## src/memcopy_pkg.sv

```systemverilog
/* Widths, bus structs, register map and stage states of the memory-copy engine.
   RTL and testbench both refer to these by scoped name. */
`default_nettype none

package memcopy_pkg;

  localparam int unsigned ADDR_W = 32;
  localparam int unsigned DATA_W = 32;
  localparam int unsigned CNT_W  = 16;

  // Register bus request with one access per cycle
  typedef struct packed {
    logic              valid;
    logic              write;
    logic [4:0]        addr;
    logic [DATA_W-1:0] wdata;
  } reg_req_t;

  typedef struct packed {
    logic              ready;
    logic              error;
    logic [DATA_W-1:0] rdata;
  } reg_rsp_t;

  // OBI style master port
  typedef struct packed {
    logic              req;
    logic              we;
    logic [3:0]        be;
    logic [ADDR_W-1:0] addr;
    logic [DATA_W-1:0] wdata;
  } obi_req_t;

  typedef struct packed {
    logic              gnt;
    logic              rvalid;
    logic [DATA_W-1:0] rdata;
  } obi_resp_t;

  // One word on its way from read stage to write stage
  typedef struct packed {
    logic [DATA_W-1:0] data;
    logic              last;
  } memcopy_beat_t;

  // Copy job as programmed by the host
  typedef struct packed {
    logic [ADDR_W-1:0] src;
    logic [ADDR_W-1:0] dst;
    logic [CNT_W-1:0]  size;
  } memcopy_cfg_t;

  // Byte offsets on the register bus
  typedef enum logic [4:0] {
    REG_SRC    = 5'h00,
    REG_DST    = 5'h04,
    REG_SIZE   = 5'h08,
    REG_CTRL   = 5'h0C,
    REG_STATUS = 5'h10
  } memcopy_reg_e;

  typedef enum logic {
    IDLE = 1'b0,
    RUN  = 1'b1
  } stage_state_e;

endpackage

`default_nettype wire
```

## src/memcopy_top.sv

```systemverilog
/* Top level of the memory-copy engine. Joins register block, read stage,
   beat buffer and write stage, and sets the buffer depth for all of them. */
`default_nettype none

module memcopy_top #(
  parameter int unsigned FIFO_DEPTH = 4
) (
  input  logic                    clk_i,
  input  logic                    arst_n_i,
  input  memcopy_pkg::reg_req_t   reg_req_i,
  output memcopy_pkg::reg_rsp_t   reg_rsp_o,
  output memcopy_pkg::obi_req_t   rd_req_o,
  input  memcopy_pkg::obi_resp_t  rd_resp_i,
  output memcopy_pkg::obi_req_t   wr_req_o,
  input  memcopy_pkg::obi_resp_t  wr_resp_i,
  output logic                    irq_o
);

  localparam int unsigned CNT_BITS = $clog2(FIFO_DEPTH) + 1;

  logic                        start;
  memcopy_pkg::memcopy_cfg_t   cfg;
  logic                        done;
  logic                        push;
  memcopy_pkg::memcopy_beat_t  push_beat;
  logic                        pop;
  logic                        fifo_valid;
  memcopy_pkg::memcopy_beat_t  fifo_beat;
  logic [CNT_BITS-1:0]         fifo_count;

  memcopy_regs memcopy_regs_inst (
    .clk_i     (clk_i),
    .arst_n_i  (arst_n_i),
    .reg_req_i (reg_req_i),
    .reg_rsp_o (reg_rsp_o),
    .done_i    (done),
    .start_o   (start),
    .cfg_o     (cfg),
    .irq_o     (irq_o)
  );

  memcopy_read_stage #(
    .FIFO_DEPTH (FIFO_DEPTH)
  ) memcopy_read_stage_inst (
    .clk_i        (clk_i),
    .arst_n_i     (arst_n_i),
    .start_i      (start),
    .cfg_i        (cfg),
    .fifo_count_i (fifo_count),
    .rd_req_o     (rd_req_o),
    .rd_resp_i    (rd_resp_i),
    .push_o       (push),
    .beat_o       (push_beat)
  );

  memcopy_beat_fifo #(
    .FIFO_DEPTH (FIFO_DEPTH)
  ) memcopy_beat_fifo_inst (
    .clk_i    (clk_i),
    .arst_n_i (arst_n_i),
    .push_i   (push),
    .beat_i   (push_beat),
    .pop_i    (pop),
    .valid_o  (fifo_valid),
    .beat_o   (fifo_beat),
    .count_o  (fifo_count)
  );

  memcopy_write_stage memcopy_write_stage_inst (
    .clk_i     (clk_i),
    .arst_n_i  (arst_n_i),
    .start_i   (start),
    .cfg_i     (cfg),
    .valid_i   (fifo_valid),
    .beat_i    (fifo_beat),
    .pop_o     (pop),
    .wr_req_o  (wr_req_o),
    .wr_resp_i (wr_resp_i),
    .done_o    (done)
  );

endmodule

`default_nettype wire

```

## src/memcopy_write_stage.sv

```systemverilog
/* Write side of the copy engine. Turns buffered beats into OBI writes over the
   destination range and reports completion once the last write is answered. */
`default_nettype none

module memcopy_write_stage (
  input  logic                        clk_i,
  input  logic                        arst_n_i,
  input  logic                        start_i,
  input  memcopy_pkg::memcopy_cfg_t   cfg_i,
  input  logic                        valid_i,
  input  memcopy_pkg::memcopy_beat_t  beat_i,
  output logic                        pop_o,
  output memcopy_pkg::obi_req_t       wr_req_o,
  input  memcopy_pkg::obi_resp_t      wr_resp_i,
  output logic                        done_o
);

  memcopy_pkg::stage_state_e        state_q;
  logic                             req_q;
  logic                             took_last_q;
  logic                             zero_done_q;
  logic [memcopy_pkg::CNT_W-1:0]    resp_left_q;
  logic [memcopy_pkg::ADDR_W-1:0]   addr_q;
  logic [memcopy_pkg::DATA_W-1:0]   data_q;
  logic                             granted;
  logic                             last_resp;

  assign granted = req_q && wr_resp_i.gnt;

  // Take the head beat when the held request is free or leaves this cycle
  assign pop_o = (state_q == memcopy_pkg::RUN) && !took_last_q && valid_i
                 && (!req_q || wr_resp_i.gnt);

  assign last_resp = (state_q == memcopy_pkg::RUN) && wr_resp_i.rvalid
                     && (resp_left_q == memcopy_pkg::CNT_W'(1));
  assign done_o    = zero_done_q || last_resp;

  assign wr_req_o.req   = req_q;
  assign wr_req_o.we    = 1'b1;
  assign wr_req_o.be    = 4'hF;
  assign wr_req_o.addr  = addr_q;
  assign wr_req_o.wdata = data_q;

  always_ff @(posedge clk_i or negedge arst_n_i) begin
    if (!arst_n_i) begin
      state_q     <= memcopy_pkg::IDLE;
      req_q       <= 1'b0;
      took_last_q <= 1'b0;
      zero_done_q <= 1'b0;
      resp_left_q <= '0;
    end else begin
      // Empty copy completes straight from start
      zero_done_q <= start_i && (cfg_i.size == '0);
      if (start_i) begin
        state_q     <= (cfg_i.size != '0) ? memcopy_pkg::RUN : memcopy_pkg::IDLE;
        req_q       <= 1'b0;
        took_last_q <= 1'b0;
        resp_left_q <= cfg_i.size;
      end else begin
        if (pop_o) begin
          req_q <= 1'b1;
        end else if (granted) begin
          req_q <= 1'b0;
        end
        if (pop_o && beat_i.last) begin
          took_last_q <= 1'b1;
        end
        if ((state_q == memcopy_pkg::RUN) && wr_resp_i.rvalid) begin
          resp_left_q <= resp_left_q - 1'b1;
          if (last_resp) begin
            state_q <= memcopy_pkg::IDLE;
          end
        end
      end
    end
  end

  // Held write payload
  always_ff @(posedge clk_i) begin
    if (start_i) begin
      addr_q <= cfg_i.dst;
    end else if (granted) begin
      addr_q <= addr_q + memcopy_pkg::ADDR_W'(4);
    end
    if (pop_o) begin
      data_q <= beat_i.data;
    end
  end

endmodule

`default_nettype wire

```

## src/memcopy_beat_fifo.sv

```systemverilog
/* Circular beat buffer between read and write stage. Its occupancy count goes
   back to the read stage, which keeps it from overflowing. */
`default_nettype none

module memcopy_beat_fifo #(
  parameter int unsigned FIFO_DEPTH = 4
) (
  input  logic                         clk_i,
  input  logic                         arst_n_i,
  input  logic                         push_i,
  input  memcopy_pkg::memcopy_beat_t   beat_i,
  input  logic                         pop_i,
  output logic                         valid_o,
  output memcopy_pkg::memcopy_beat_t   beat_o,
  output logic [$clog2(FIFO_DEPTH):0]  count_o
);

  localparam int unsigned PTR_W = $clog2(FIFO_DEPTH);

  memcopy_pkg::memcopy_beat_t mem_q [FIFO_DEPTH];
  logic [PTR_W-1:0]           wr_ptr_q;
  logic [PTR_W-1:0]           rd_ptr_q;
  logic [PTR_W:0]             count_q;
  logic                       do_push;
  logic                       do_pop;

  assign do_pop  = pop_i && (count_q != '0);
  assign do_push = push_i && (count_q != (PTR_W + 1)'(FIFO_DEPTH));

  assign valid_o = (count_q != '0);
  assign beat_o  = mem_q[rd_ptr_q];
  assign count_o = count_q;

  // Pointers wrap on their own since the depth is a power of two
  always_ff @(posedge clk_i or negedge arst_n_i) begin
    if (!arst_n_i) begin
      wr_ptr_q <= '0;
      rd_ptr_q <= '0;
      count_q  <= '0;
    end else begin
      if (do_push) begin
        wr_ptr_q <= wr_ptr_q + 1'b1;
      end
      if (do_pop) begin
        rd_ptr_q <= rd_ptr_q + 1'b1;
      end
      case ({do_push, do_pop})
        2'b10:   count_q <= count_q + 1'b1;
        2'b01:   count_q <= count_q - 1'b1;
        default: ;
      endcase
    end
  end

  always_ff @(posedge clk_i) begin
    if (do_push) begin
      mem_q[wr_ptr_q] <= beat_i;
    end
  end

endmodule

`default_nettype wire

```

## src/memcopy_read_stage.sv

```systemverilog
/* Read side of the copy engine. Walks the source range with OBI reads while
   read credit remains and hands every read response to the beat buffer. */
`default_nettype none

module memcopy_read_stage #(
  parameter int unsigned FIFO_DEPTH = 4
) (
  input  logic                         clk_i,
  input  logic                         arst_n_i,
  input  logic                         start_i,
  input  memcopy_pkg::memcopy_cfg_t    cfg_i,
  input  logic [$clog2(FIFO_DEPTH):0]  fifo_count_i,
  output memcopy_pkg::obi_req_t        rd_req_o,
  input  memcopy_pkg::obi_resp_t       rd_resp_i,
  output logic                         push_o,
  output memcopy_pkg::memcopy_beat_t   beat_o
);

  localparam int unsigned CNT_BITS = $clog2(FIFO_DEPTH) + 1;

  memcopy_pkg::stage_state_e        state_q;
  logic [memcopy_pkg::ADDR_W-1:0]   addr_q;
  logic [memcopy_pkg::CNT_W-1:0]    issue_left_q;
  logic [memcopy_pkg::CNT_W-1:0]    resp_left_q;
  logic [CNT_BITS-1:0]              outstanding_q;
  logic [CNT_BITS:0]                credit_used;
  logic                             issue;
  logic                             granted;

  // Reads in flight plus buffered beats must stay below the buffer depth
  assign credit_used = {1'b0, outstanding_q} + {1'b0, fifo_count_i};

  assign issue = (state_q == memcopy_pkg::RUN) && (issue_left_q != '0)
                 && (credit_used < (CNT_BITS + 1)'(FIFO_DEPTH));
  assign granted = issue && rd_resp_i.gnt;

  assign rd_req_o.req   = issue;
  assign rd_req_o.we    = 1'b0;
  assign rd_req_o.be    = 4'hF;
  assign rd_req_o.addr  = addr_q;
  assign rd_req_o.wdata = '0;

  // One beat per response with last counted on responses
  assign push_o      = rd_resp_i.rvalid && (state_q == memcopy_pkg::RUN);
  assign beat_o.data = rd_resp_i.rdata;
  assign beat_o.last = (resp_left_q == memcopy_pkg::CNT_W'(1));

  always_ff @(posedge clk_i or negedge arst_n_i) begin
    if (!arst_n_i) begin
      state_q       <= memcopy_pkg::IDLE;
      issue_left_q  <= '0;
      resp_left_q   <= '0;
      outstanding_q <= '0;
    end else if (start_i) begin
      state_q       <= (cfg_i.size != '0) ? memcopy_pkg::RUN : memcopy_pkg::IDLE;
      issue_left_q  <= cfg_i.size;
      resp_left_q   <= cfg_i.size;
      outstanding_q <= '0;
    end else if (state_q == memcopy_pkg::RUN) begin
      if (granted) begin
        issue_left_q <= issue_left_q - 1'b1;
      end
      case ({granted, push_o})
        2'b10:   outstanding_q <= outstanding_q + 1'b1;
        2'b01:   outstanding_q <= outstanding_q - 1'b1;
        default: ;
      endcase
      if (push_o) begin
        resp_left_q <= resp_left_q - 1'b1;
        if (beat_o.last) begin
          state_q <= memcopy_pkg::IDLE;
        end
      end
    end
  end

  // Source address advanced per granted read
  always_ff @(posedge clk_i) begin
    if (start_i) begin
      addr_q <= cfg_i.src;
    end else if (granted) begin
      addr_q <= addr_q + memcopy_pkg::ADDR_W'(4);
    end
  end

endmodule

`default_nettype wire

```

## src/memcopy_regs.sv

```systemverilog
/* Register-bus slave of the copy engine. Holds source, destination and size,
   launches a copy on a CTRL write and keeps busy, done and the level interrupt. */
`default_nettype none

module memcopy_regs (
  input  logic                      clk_i,
  input  logic                      arst_n_i,
  input  memcopy_pkg::reg_req_t     reg_req_i,
  output memcopy_pkg::reg_rsp_t     reg_rsp_o,
  input  logic                      done_i,
  output logic                      start_o,
  output memcopy_pkg::memcopy_cfg_t cfg_o,
  output logic                      irq_o
);

  memcopy_pkg::memcopy_cfg_t cfg_q;
  logic                      busy_q;
  logic                      done_q;
  logic                      addr_ok;
  logic                      cfg_write;
  logic                      wr_refused;
  logic                      wr_en;

  // Offset decode
  always_comb begin
    addr_ok   = 1'b1;
    cfg_write = 1'b0;
    case (reg_req_i.addr)
      memcopy_pkg::REG_SRC,
      memcopy_pkg::REG_DST,
      memcopy_pkg::REG_SIZE,
      memcopy_pkg::REG_CTRL:   cfg_write = reg_req_i.write;
      memcopy_pkg::REG_STATUS: cfg_write = 1'b0;
      default:                 addr_ok   = 1'b0;
    endcase
  end

  // Config and control are frozen while a copy runs
  assign wr_refused = reg_req_i.valid && cfg_write && busy_q;
  assign wr_en      = reg_req_i.valid && reg_req_i.write && addr_ok && !wr_refused;

  assign start_o = wr_en && (reg_req_i.addr == memcopy_pkg::REG_CTRL) && reg_req_i.wdata[0];

  assign reg_rsp_o.ready = reg_req_i.valid;
  assign reg_rsp_o.error = reg_req_i.valid && (!addr_ok || wr_refused);

  always_comb begin
    case (reg_req_i.addr)
      memcopy_pkg::REG_SRC:  reg_rsp_o.rdata = cfg_q.src;
      memcopy_pkg::REG_DST:  reg_rsp_o.rdata = cfg_q.dst;
      memcopy_pkg::REG_SIZE: begin
        reg_rsp_o.rdata = {{(memcopy_pkg::DATA_W - memcopy_pkg::CNT_W){1'b0}}, cfg_q.size};
      end
      memcopy_pkg::REG_STATUS: begin
        reg_rsp_o.rdata = {{(memcopy_pkg::DATA_W - 2){1'b0}}, done_q, busy_q};
      end
      default:               reg_rsp_o.rdata = '0;
    endcase
  end

  always_ff @(posedge clk_i or negedge arst_n_i) begin
    if (!arst_n_i) begin
      cfg_q  <= '0;
      busy_q <= 1'b0;
      done_q <= 1'b0;
    end else begin
      if (wr_en) begin
        case (reg_req_i.addr)
          memcopy_pkg::REG_SRC:  cfg_q.src  <= reg_req_i.wdata;
          memcopy_pkg::REG_DST:  cfg_q.dst  <= reg_req_i.wdata;
          memcopy_pkg::REG_SIZE: cfg_q.size <= reg_req_i.wdata[memcopy_pkg::CNT_W-1:0];
          default: ;
        endcase
      end

      if (start_o) begin
        busy_q <= 1'b1;
      end else if (done_i) begin
        busy_q <= 1'b0;
      end

      // Done is sticky until the host writes 1 to STATUS bit 1
      if (done_i) begin
        done_q <= 1'b1;
      end else if (wr_en && (reg_req_i.addr == memcopy_pkg::REG_STATUS)
                   && reg_req_i.wdata[1]) begin
        done_q <= 1'b0;
      end
    end
  end

  assign cfg_o = cfg_q;
  assign irq_o = done_q;

endmodule

`default_nettype wire

```

## config.mk

```make
export PLATFORM = sky130hd
export DESIGN_NAME = memcopy_top
export DESIGN_NICKNAME = d
export VERILOG_FILES = /design/src/memcopy_pkg.sv /design/src/memcopy_top.sv /design/src/memcopy_write_stage.sv /design/src/memcopy_beat_fifo.sv /design/src/memcopy_read_stage.sv /design/src/memcopy_regs.sv
export SDC_FILE = /design/constraint.sdc
export NUM_CORES = 1
export LEC_CHECK = 0
export BUFFER_PORTS_ARGS = -buffer_cell sky130_fd_sc_hd__buf_2
export CORE_UTILIZATION = 52
export CTS_CLUSTER_SIZE = 12
export DETAILED_ROUTE_END_ITERATION = 7
export GPL_TIMING_DRIVEN = 1
export HOLD_SLACK_MARGIN = 0.06
export PLACE_DENSITY_LB_ADDON = 0.25
export SYNTH_ARGS = -nofsm -noshare
export SYNTH_HDL_FRONTEND = slang
export SYNTH_HIERARCHICAL = 1
export SYNTH_SLANG_ARGS = --single-unit
```

## constraint.sdc

```tcl
create_clock -name clk_i -period 3.9 [get_ports clk_i]
set_input_delay 0.195 -clock clk_i [delete_from_list [all_inputs] [get_ports clk_i]]
set_output_delay 0.195 -clock clk_i [all_outputs]
set_load 0.02 [all_outputs]
```

; Word-level counts from Yosys, hierarchy flattened
; Memories as Yosys holds them, arrays and structs flattened.
; Index checks and enable logic that the tools add are counted.
[word_totals]
register_bits = 241
mem_bits_rw = 132
in_bits = 109
out_inout_bits = 175
word_cells = 140
n_memories = 1
[memory_table]
columns = name, words, word_bits, rd, rd_clocked_by_memory_dff, wr, line
row1 = memcopy_beat_fifo_inst.mem_q, 4, 33, 1, 0, 1, memcopy_beat_fifo.sv:20  ; memcopy_pkg::memcopy_beat_t mem_q [FIFO_DEPTH];
[classes]
n_addsub = 12
n_lt_le_gt_ge = 1
n_eq_ne = 11
mux = 38
reduce_logical = 57
[op_table]
columns = cell, n
row1 = $mux W16, 8
row2 = $mux W32, 4
row3 = $pmux W32 S4, 1
row4 = $add A32 B3 Y32 const B, 2
row5 = $sub A16 B1 Y16 const B, 3
row6 = $eq A16 B1 Y1 const B, 2
row7 = $reduce_bool A16 Y1, 2
row8 = $logic_and A1 B1 Y1, 24
row9 = $mux W1, 21
row10 = $reduce_bool A2 Y1, 10
row11 = $logic_not A16 Y1, 1
row12 = $reduce_and A2 Y1, 7
row13 = $pmux W3 S2, 2
row14 = $eq A5 B4 Y1 const B, 2
row15 = $reduce_bool A3 Y1, 3
row16 = $add A3 B1 Y3 const B, 2
row17 = $mux W3, 2
row18 = $sub A3 B1 Y3 const B, 2
row19 = $eq A5 B3 Y1 const B, 1
row20 = $eq A5 B5 Y1 const B, 1
row21 = $logic_not A5 Y1, 1
row22 = $reduce_or A5 Y1, 1
row23 = $add A2 B1 Y2 const B, 2
row24 = $add A3 B3 Y4, 1
row25 = other kinds (7), 14

; Depth between registers and ports, before layout
[depth]
depth_word = 11
ltp_mapped = 12
depth_no_buf = 11

; Cells and area by module
; Netlist, hierarchy kept.
[by_module_without_submodules]
columns = mod, instances, cells_per_inst, area_per_inst_um2, seq_area_each_um2
row1 = memcopy_beat_fifo, 1, 210, 5250.0, 4139.0
row2 = memcopy_read_stage, 1, 540, 4838.4, 1861.8
row3 = memcopy_write_stage, 1, 355, 4002.6, 2422.3
row4 = memcopy_regs, 1, 267, 3626.0, 2052.0

; Worst setup path before layout
; Ideal clock, no wire load.
[synth_timing]
kind = reg-to-reg
startpoint = register memcopy_beat_fifo_inst.count_q[2], in the netlist memcopy_beat_fifo_inst/count_o[2]
endpoint = register memcopy_beat_fifo_inst.count_q[2], in the netlist memcopy_beat_fifo_inst/count_o[2]
setup_time_ps = 79
t_arrival_ps = 3575
required_ps = 3821
path_slack_ps = 246
stages_incl_launch_ff = 11
n_path_buf = 0
period_less_slack_ps = 3654
path_cell_list = dfrtp_1 or3_4 nand3b_1 nor2b_1 and2_4 ha_1 inv_1 fa_1 xor2_1 nor2_1 xor2_1
[synth_via]
elab_chain_len = 6
word_cells_on_any_way = 12
classes_between = add/sub (2) / eq/ne (3) / mux (1) / reduce/logical (6)
[synth_lines]
columns = element, line
row1 = start: declaration, memcopy_beat_fifo.sv:23  ; logic [PTR_W:0] count_q;
row2 = start signal: assignment, memcopy_beat_fifo.sv:48  ; 2'b10: count_q <= count_q + 1'b1;
row3 = start signal: assignment, memcopy_beat_fifo.sv:49  ; 2'b01: count_q <= count_q - 1'b1;
row4 = $reduce_bool A3 Y1 *, memcopy_beat_fifo.sv:30  ; assign valid_o = (count_q != '0);
row5 = via fifo_valid, memcopy_top.sv:27  ; logic fifo_valid;
row6 = $logic_and A1 B1 Y1 *, memcopy_write_stage.sv:31  ; assign pop_o = (state_q == memcopy_pkg::RUN) && !took_last_q && valid_i
row7 = $logic_and A1 B1 Y1 *, memcopy_write_stage.sv:32  ; && (!req_q || wr_resp_i.gnt);
row8 = via pop, memcopy_top.sv:26  ; logic pop;
row9 = $logic_and A1 B1 Y1 *, memcopy_beat_fifo.sv:27  ; assign do_pop = pop_i && (count_q != '0);
row10 = via memcopy_beat_fifo_inst.do_pop, memcopy_beat_fifo.sv:25  ; logic do_pop;
row11 = $eq A2 B1 Y1 or $eq A2 B2 Y1 (tied branches), memcopy_beat_fifo.sv:47  ; case ({do_push, do_pop})
row12 = $pmux W3 S2 or $reduce_bool A2 Y1 (tied branches), n/a
; The timed path passes the listed nets; every way through them passes the cells marked *.
; A chain may end at the register's enable or synchronous reset.

; Final worst setup path
[layout_timing]
startpoint = register memcopy_beat_fifo_inst.count_q[2], in the netlist memcopy_beat_fifo_inst/count_o[2]
endpoint = register memcopy_read_stage_inst.outstanding_q[1]
[layout_via]
elab_chain_len = 8
word_cells_on_any_way = 11
classes_between = add/sub (1) / order compare (1) / eq/ne (2) / mux (3) / reduce/logical (4)
[layout_lines]
columns = element, line
row1 = $add A3 B3 Y4 *, memcopy_read_stage.sv:31  ; assign credit_used = {1'b0, outstanding_q} + {1'b0, fifo_count_i};
row2 = $lt A4 B3 Y1 *, memcopy_read_stage.sv:34  ; && (credit_used < (CNT_BITS + 1)'(FIFO_DEPTH));
row3 = $logic_and A1 B1 Y1 *, memcopy_read_stage.sv:34
row4 = $logic_and A1 B1 Y1 *, memcopy_read_stage.sv:35  ; assign granted = issue && rd_resp_i.gnt;
row5 = $eq A2 B1 Y1 or $eq A2 B2 Y1 (tied branches), memcopy_read_stage.sv:63  ; case ({granted, push_o})
row6 = $pmux W3 S2, memcopy_read_stage.sv:63
row7 = $mux W3, memcopy_read_stage.sv:59  ; end else if (state_q == memcopy_pkg::RUN) begin
row8 = $mux W3, memcopy_read_stage.sv:54  ; end else if (start_i) begin
row9 = end signal: assignment, memcopy_read_stage.sv:64  ; 2'b10: outstanding_q <= outstanding_q + 1'b1;
row10 = end signal: assignment, memcopy_read_stage.sv:65  ; 2'b01: outstanding_q <= outstanding_q - 1'b1;
row11 = end: declaration, memcopy_read_stage.sv:25  ; logic [CNT_BITS-1:0] outstanding_q;
; Mark *: on every way between the ends. The rest lies on a longest branch, timed or not. The select of a mux whose other input is x is not followed.

==> out/metrics.cfg <==
[outcome]
status = finished clean

[grt]
pin_count_of_the_biggest_net_entering_global_routing = 99
first_global_vias = 11700
grt_first_pass_wirelength_um = 66000
grt_use_total = 0.239
grt-ovfl-total = 0
grt_antenna_before_repair = 2

[synth]
seq_area_frac_synth = 0.591
netlist_area_um2 = 17700
largest_family_of_logic_cells_by_synthesized_area = simple AND/OR/NAND/NOR gates
synth_simple_gate_area_share = 0.127
netlist.top_cell.by_area = edfxtp_1
synth_async_reset_ratio = 0.389
synth.mux.area_fraction = 0.0997
yosys.area_share.adder = 0.0121
netlist_top_cells_area = edfxtp_1, dfrtp_1, mux2_2
number_of_warnings_reported_in_the_yosys_synthesis_log = 6
synthesis.instances = 1372
synth_xor_xnor_area_share = 0.0297
synth_compound_area_frac = 0.0775
post_synth.cell_area_avg_um2 = 12.9
synth_top_area_share = 0.386
synthDistinctLibCells = 78
yosys_register_bits = 373
ys.flop_type = edfxtp_1
synth_edf_count = 228

[routing]
final_antenna_net_count = 0
drcViolationCount = 0
detail_route.wirelength_um = 41800
vias_post_dr = 12000
routedWlPerCell_um = 20.0
detail_route.iter0.violations = 942
via_per_inst = 5.76
drt-pass1-iter-count = 5

[layout]
mostFrequentLayoutCells = edfxtp_1, buf_2, dfrtp_1, nand2_1, mux2_2
number_of_nets_in_the_layout = 1735
stdcell_count = 2092
area_taken_by_multi_input_logic_gates_um2 = 6310
most_frequent_standard_cell_in_the_layout_excluding_fill_and_tap_cells = edfxtp_1
filler_cells = 2592
post_synthesis_to_final_layout_area_growth_pct = 16.8
post_route_cells_drive_above_1_share = 0.260
register_area_um2 = 10500

[setup_path]
path_cells = ha_1 > nor4b_2 > nand3_1 > buf_4 > nor2_1 > nor2_1 > fa_1 > nand2b_1 > or4_1 > o311ai_0
setup_slack_of_the_worst_register_to_register_path_ns = 0.83
setup.worst_path.class = reg -> reg
timing.critical_path.from_type = flop
worst-path-stages = 10
setup.worst_path.end_class = flop
timing.critical_path.arrival_ns = 3.49
cp_top_family = simple AND/OR/NAND/NOR gates
worst_path_fanout_max = 13
worst_path_largest_cell_delay_ns = 0.51
ff2ff_path_depth = 10
crit_path_frequent_cell = nor2_1
setup.worst_path.end = memcopy_read_stage_inst/outstanding_q[1]
timing.critical_path.slowest_stage_cell = nor4b_2
worstReg2RegStart = memcopy_beat_fifo_inst/count_o[2]
critical_path_buf_inv_count = 1
critPathLaunch = memcopy_beat_fifo_inst/count_o[2]
required_ns = 4.31
reg2reg_to = memcopy_read_stage_inst/outstanding_q[1]

[die]
floorplan.initialDensity = 0.528
die_height_um = 187
area_of_the_core_um2 = 33500
chipWidth_um = 187
rows = 67
die-area_um2 = 34800
ios = 284

[placed_design]
pre_cts_ws_ns = 0.884
port-buffer-count = 209
dp_cells = 1946
routabilityCongestion = 0.861
hpwlAfterDp_um = 27900

[cts]
count_of_h_tree_levels_built_during_cts = 2
clk_path_buf_depth = 3
tritoncts = built
number_of_buffers_created_by_cts = 41
clk_pin_slew_ns = 0.06
cts_num_sinks = 373
clock_insertion_delay_worst_skew_ns = 0.54
clock-root-buffer = clkbuf_16

[timing]
max-slew-margin-rel = 0.283
worst-slew-pin-transition_ns = 1.06
holdWs_ns = 0.0947
fin_crit_ns = 3.07
setup_tns_ns = 0
setup_ws_ns = 0.827
timing.final.max_slew_violations = 0
fin_skew_ns = 0.0253
period_share = 0.788
final-setup-viol-count = 0
timing.final.hold_violations = 0
grt_setup_unrepaired = no
fmax_mhz = 325

[power]
vdd.ir_drop.worst_mv = 0.389
pnr_total_power_mw = 10.9
total_leakage_power_nw = 8.27
power.density_cell_area_nw_per_um2 = 529

[job]
max_cap_violations = 0

[min_path]
hp-class = in -> reg
worst_hold_startpoint = wr_resp_i[32]

[state kept, by name, indices dropped and copies added (netlist names)]
register / flops
memcopy_read_stage_inst/state_q: 1
memcopy_write_stage_inst/zero_done_q: 1
memcopy_beat_fifo_inst/rd_ptr_q: 2
memcopy_write_stage_inst/state_q: 1
memcopy_write_stage_inst/resp_left_q: 16
memcopy_read_stage_inst/outstanding_q: 3
memcopy_write_stage_inst/data_q: 32
memcopy_beat_fifo_inst/wr_ptr_q: 2
memcopy_write_stage_inst/addr_q: 32
memcopy_read_stage_inst/addr_q: 32
memcopy_regs_inst/irq_o: 1
memcopy_read_stage_inst/resp_left_q: 16
memcopy_read_stage_inst/issue_left_q: 16
memcopy_regs_inst/busy_q: 1
memcopy_beat_fifo_inst/mem_q: 132
memcopy_regs_inst/cfg_o: 80
memcopy_beat_fifo_inst/count_o: 3
memcopy_write_stage_inst/req_q: 1
memcopy_write_stage_inst/took_last_q: 1
[metal layers]
| layer | part of all wire | GRT usage | up-vias |
|---|---|---|---|
| met5 | 0.00019 | 0 | - |
| met4 | 0.026 | 0.0760 | 2 |
| met3 | 0.062 | 0.0386 | 80 |
| met2 | 0.46 | 0.367 | 453 |
| met1 | 0.45 | 0.350 | 5981 |
| li1 | - | - | 5533 |
[worst register-to-register path, stage by stage, from the launching register on]
cell and delay, ns:
dfrtp_1 0.45, ha_1 0.34, nor4b_2 0.51, nand3_1 0.13
buf_4 0.21, nor2_1 0.19, nor2_1 0.08, fa_1 0.49
nand2b_1 0.07, or4_1 0.39, o311ai_0 0.10
[Yosys cell counts (4+ instances only)]
cell type and n:
edfxtp_1 228, dfrtp_1 145, nand2_1 121, buf_4 77, mux2_2 75, nor2_1 69
o21ai_0 59, clkbuf_1 41, xnor2_1 35, nor4_1 34, nand3_1 33, inv_1 32
a31oi_1 30, mux4_2 28, xor2_1 25, nand4_1 23, or4_1 20, a21oi_1 19
nor3_1 19, a22oi_1 18, a22o_1 17, o31ai_1 17, buf_2 15, ha_1 14
nand2b_1 13, or3_1 13, and2_1 11, mux2_4 10, nor2b_1 10, and3_1 8
and4_1 8, buf_6 8, nand3b_1 7, a211oi_1 6, o31a_1 6, a21boi_0 5
mux4_1 5, a21o_1 4, a311oi_1 4, buf_12 4, nand4b_1 4
[power by group]
group	switching, mW	internal (mW)	total (mW)
sequential	0.455	4.92	5.37
combinational	1.18	0.799	1.98
clock	1.54	2.05	3.59
[metrics by stage]
| stage | instance area, um^2 | util |
|---|---|---|
| 6_report | 20700 | 0.617 |
| 5_1_grt | 20700 | 0.617 |
| 4_1_cts | 20700 | 0.617 |
| 3_5_place_dp | 18700 | 0.559 |
| 3_3_place_gp | 18700 | 0.559 |
| 2_1_floorplan | 17900 | - |
[worst min-delay path by stage]
stage / end / slack (ns) / depth (start not counted)
detailed placement: memcopy_regs_inst/cfg_o[47] / 0.38 / 1
finish: memcopy_write_stage_inst/state_q / 0.09 / 4
CTS: memcopy_write_stage_inst/state_q / 0.08 / 4
global placement: memcopy_regs_inst/cfg_o[47] / 0.37 / 1
global route: memcopy_write_stage_inst/state_q / 0.12 / 4
floorplan: memcopy_beat_fifo_inst/count_o[0] / -0.10 / 0
[cell families after synthesis]
logic type,Yosys count
simple gates,417
other cells,3
buf+inv,179
flops,373
compound gates,205
xor+xnor,60
mux,119
fa+ha+maj,16
[layout make-up]
| class | count | share of cell area |
|---|---|---|
| diodes | 1 | 0.000121 |
| clock buffers | 60 | 0.0555 |
| clock inverters | 16 | 0.00526 |
| inverters | 33 | 0.00599 |
| multi-input cells | 859 | 0.305 |
| flip-flops and latches | 373 | 0.506 |
| well taps | 448 | 0.0271 |
| repair buffers | 302 | 0.0948 |
[timing repair]
| action | 4_1_cts | 5_1_grt |
|---|---|---|
| hold buffers | 69 | 0 |
| resized for setup | 0 | 0 |
| buffers inserted | 0 | 0 |
| endpoints found under the hold margin | 309 | 0 |
Power figures use the tool's default switching activity.
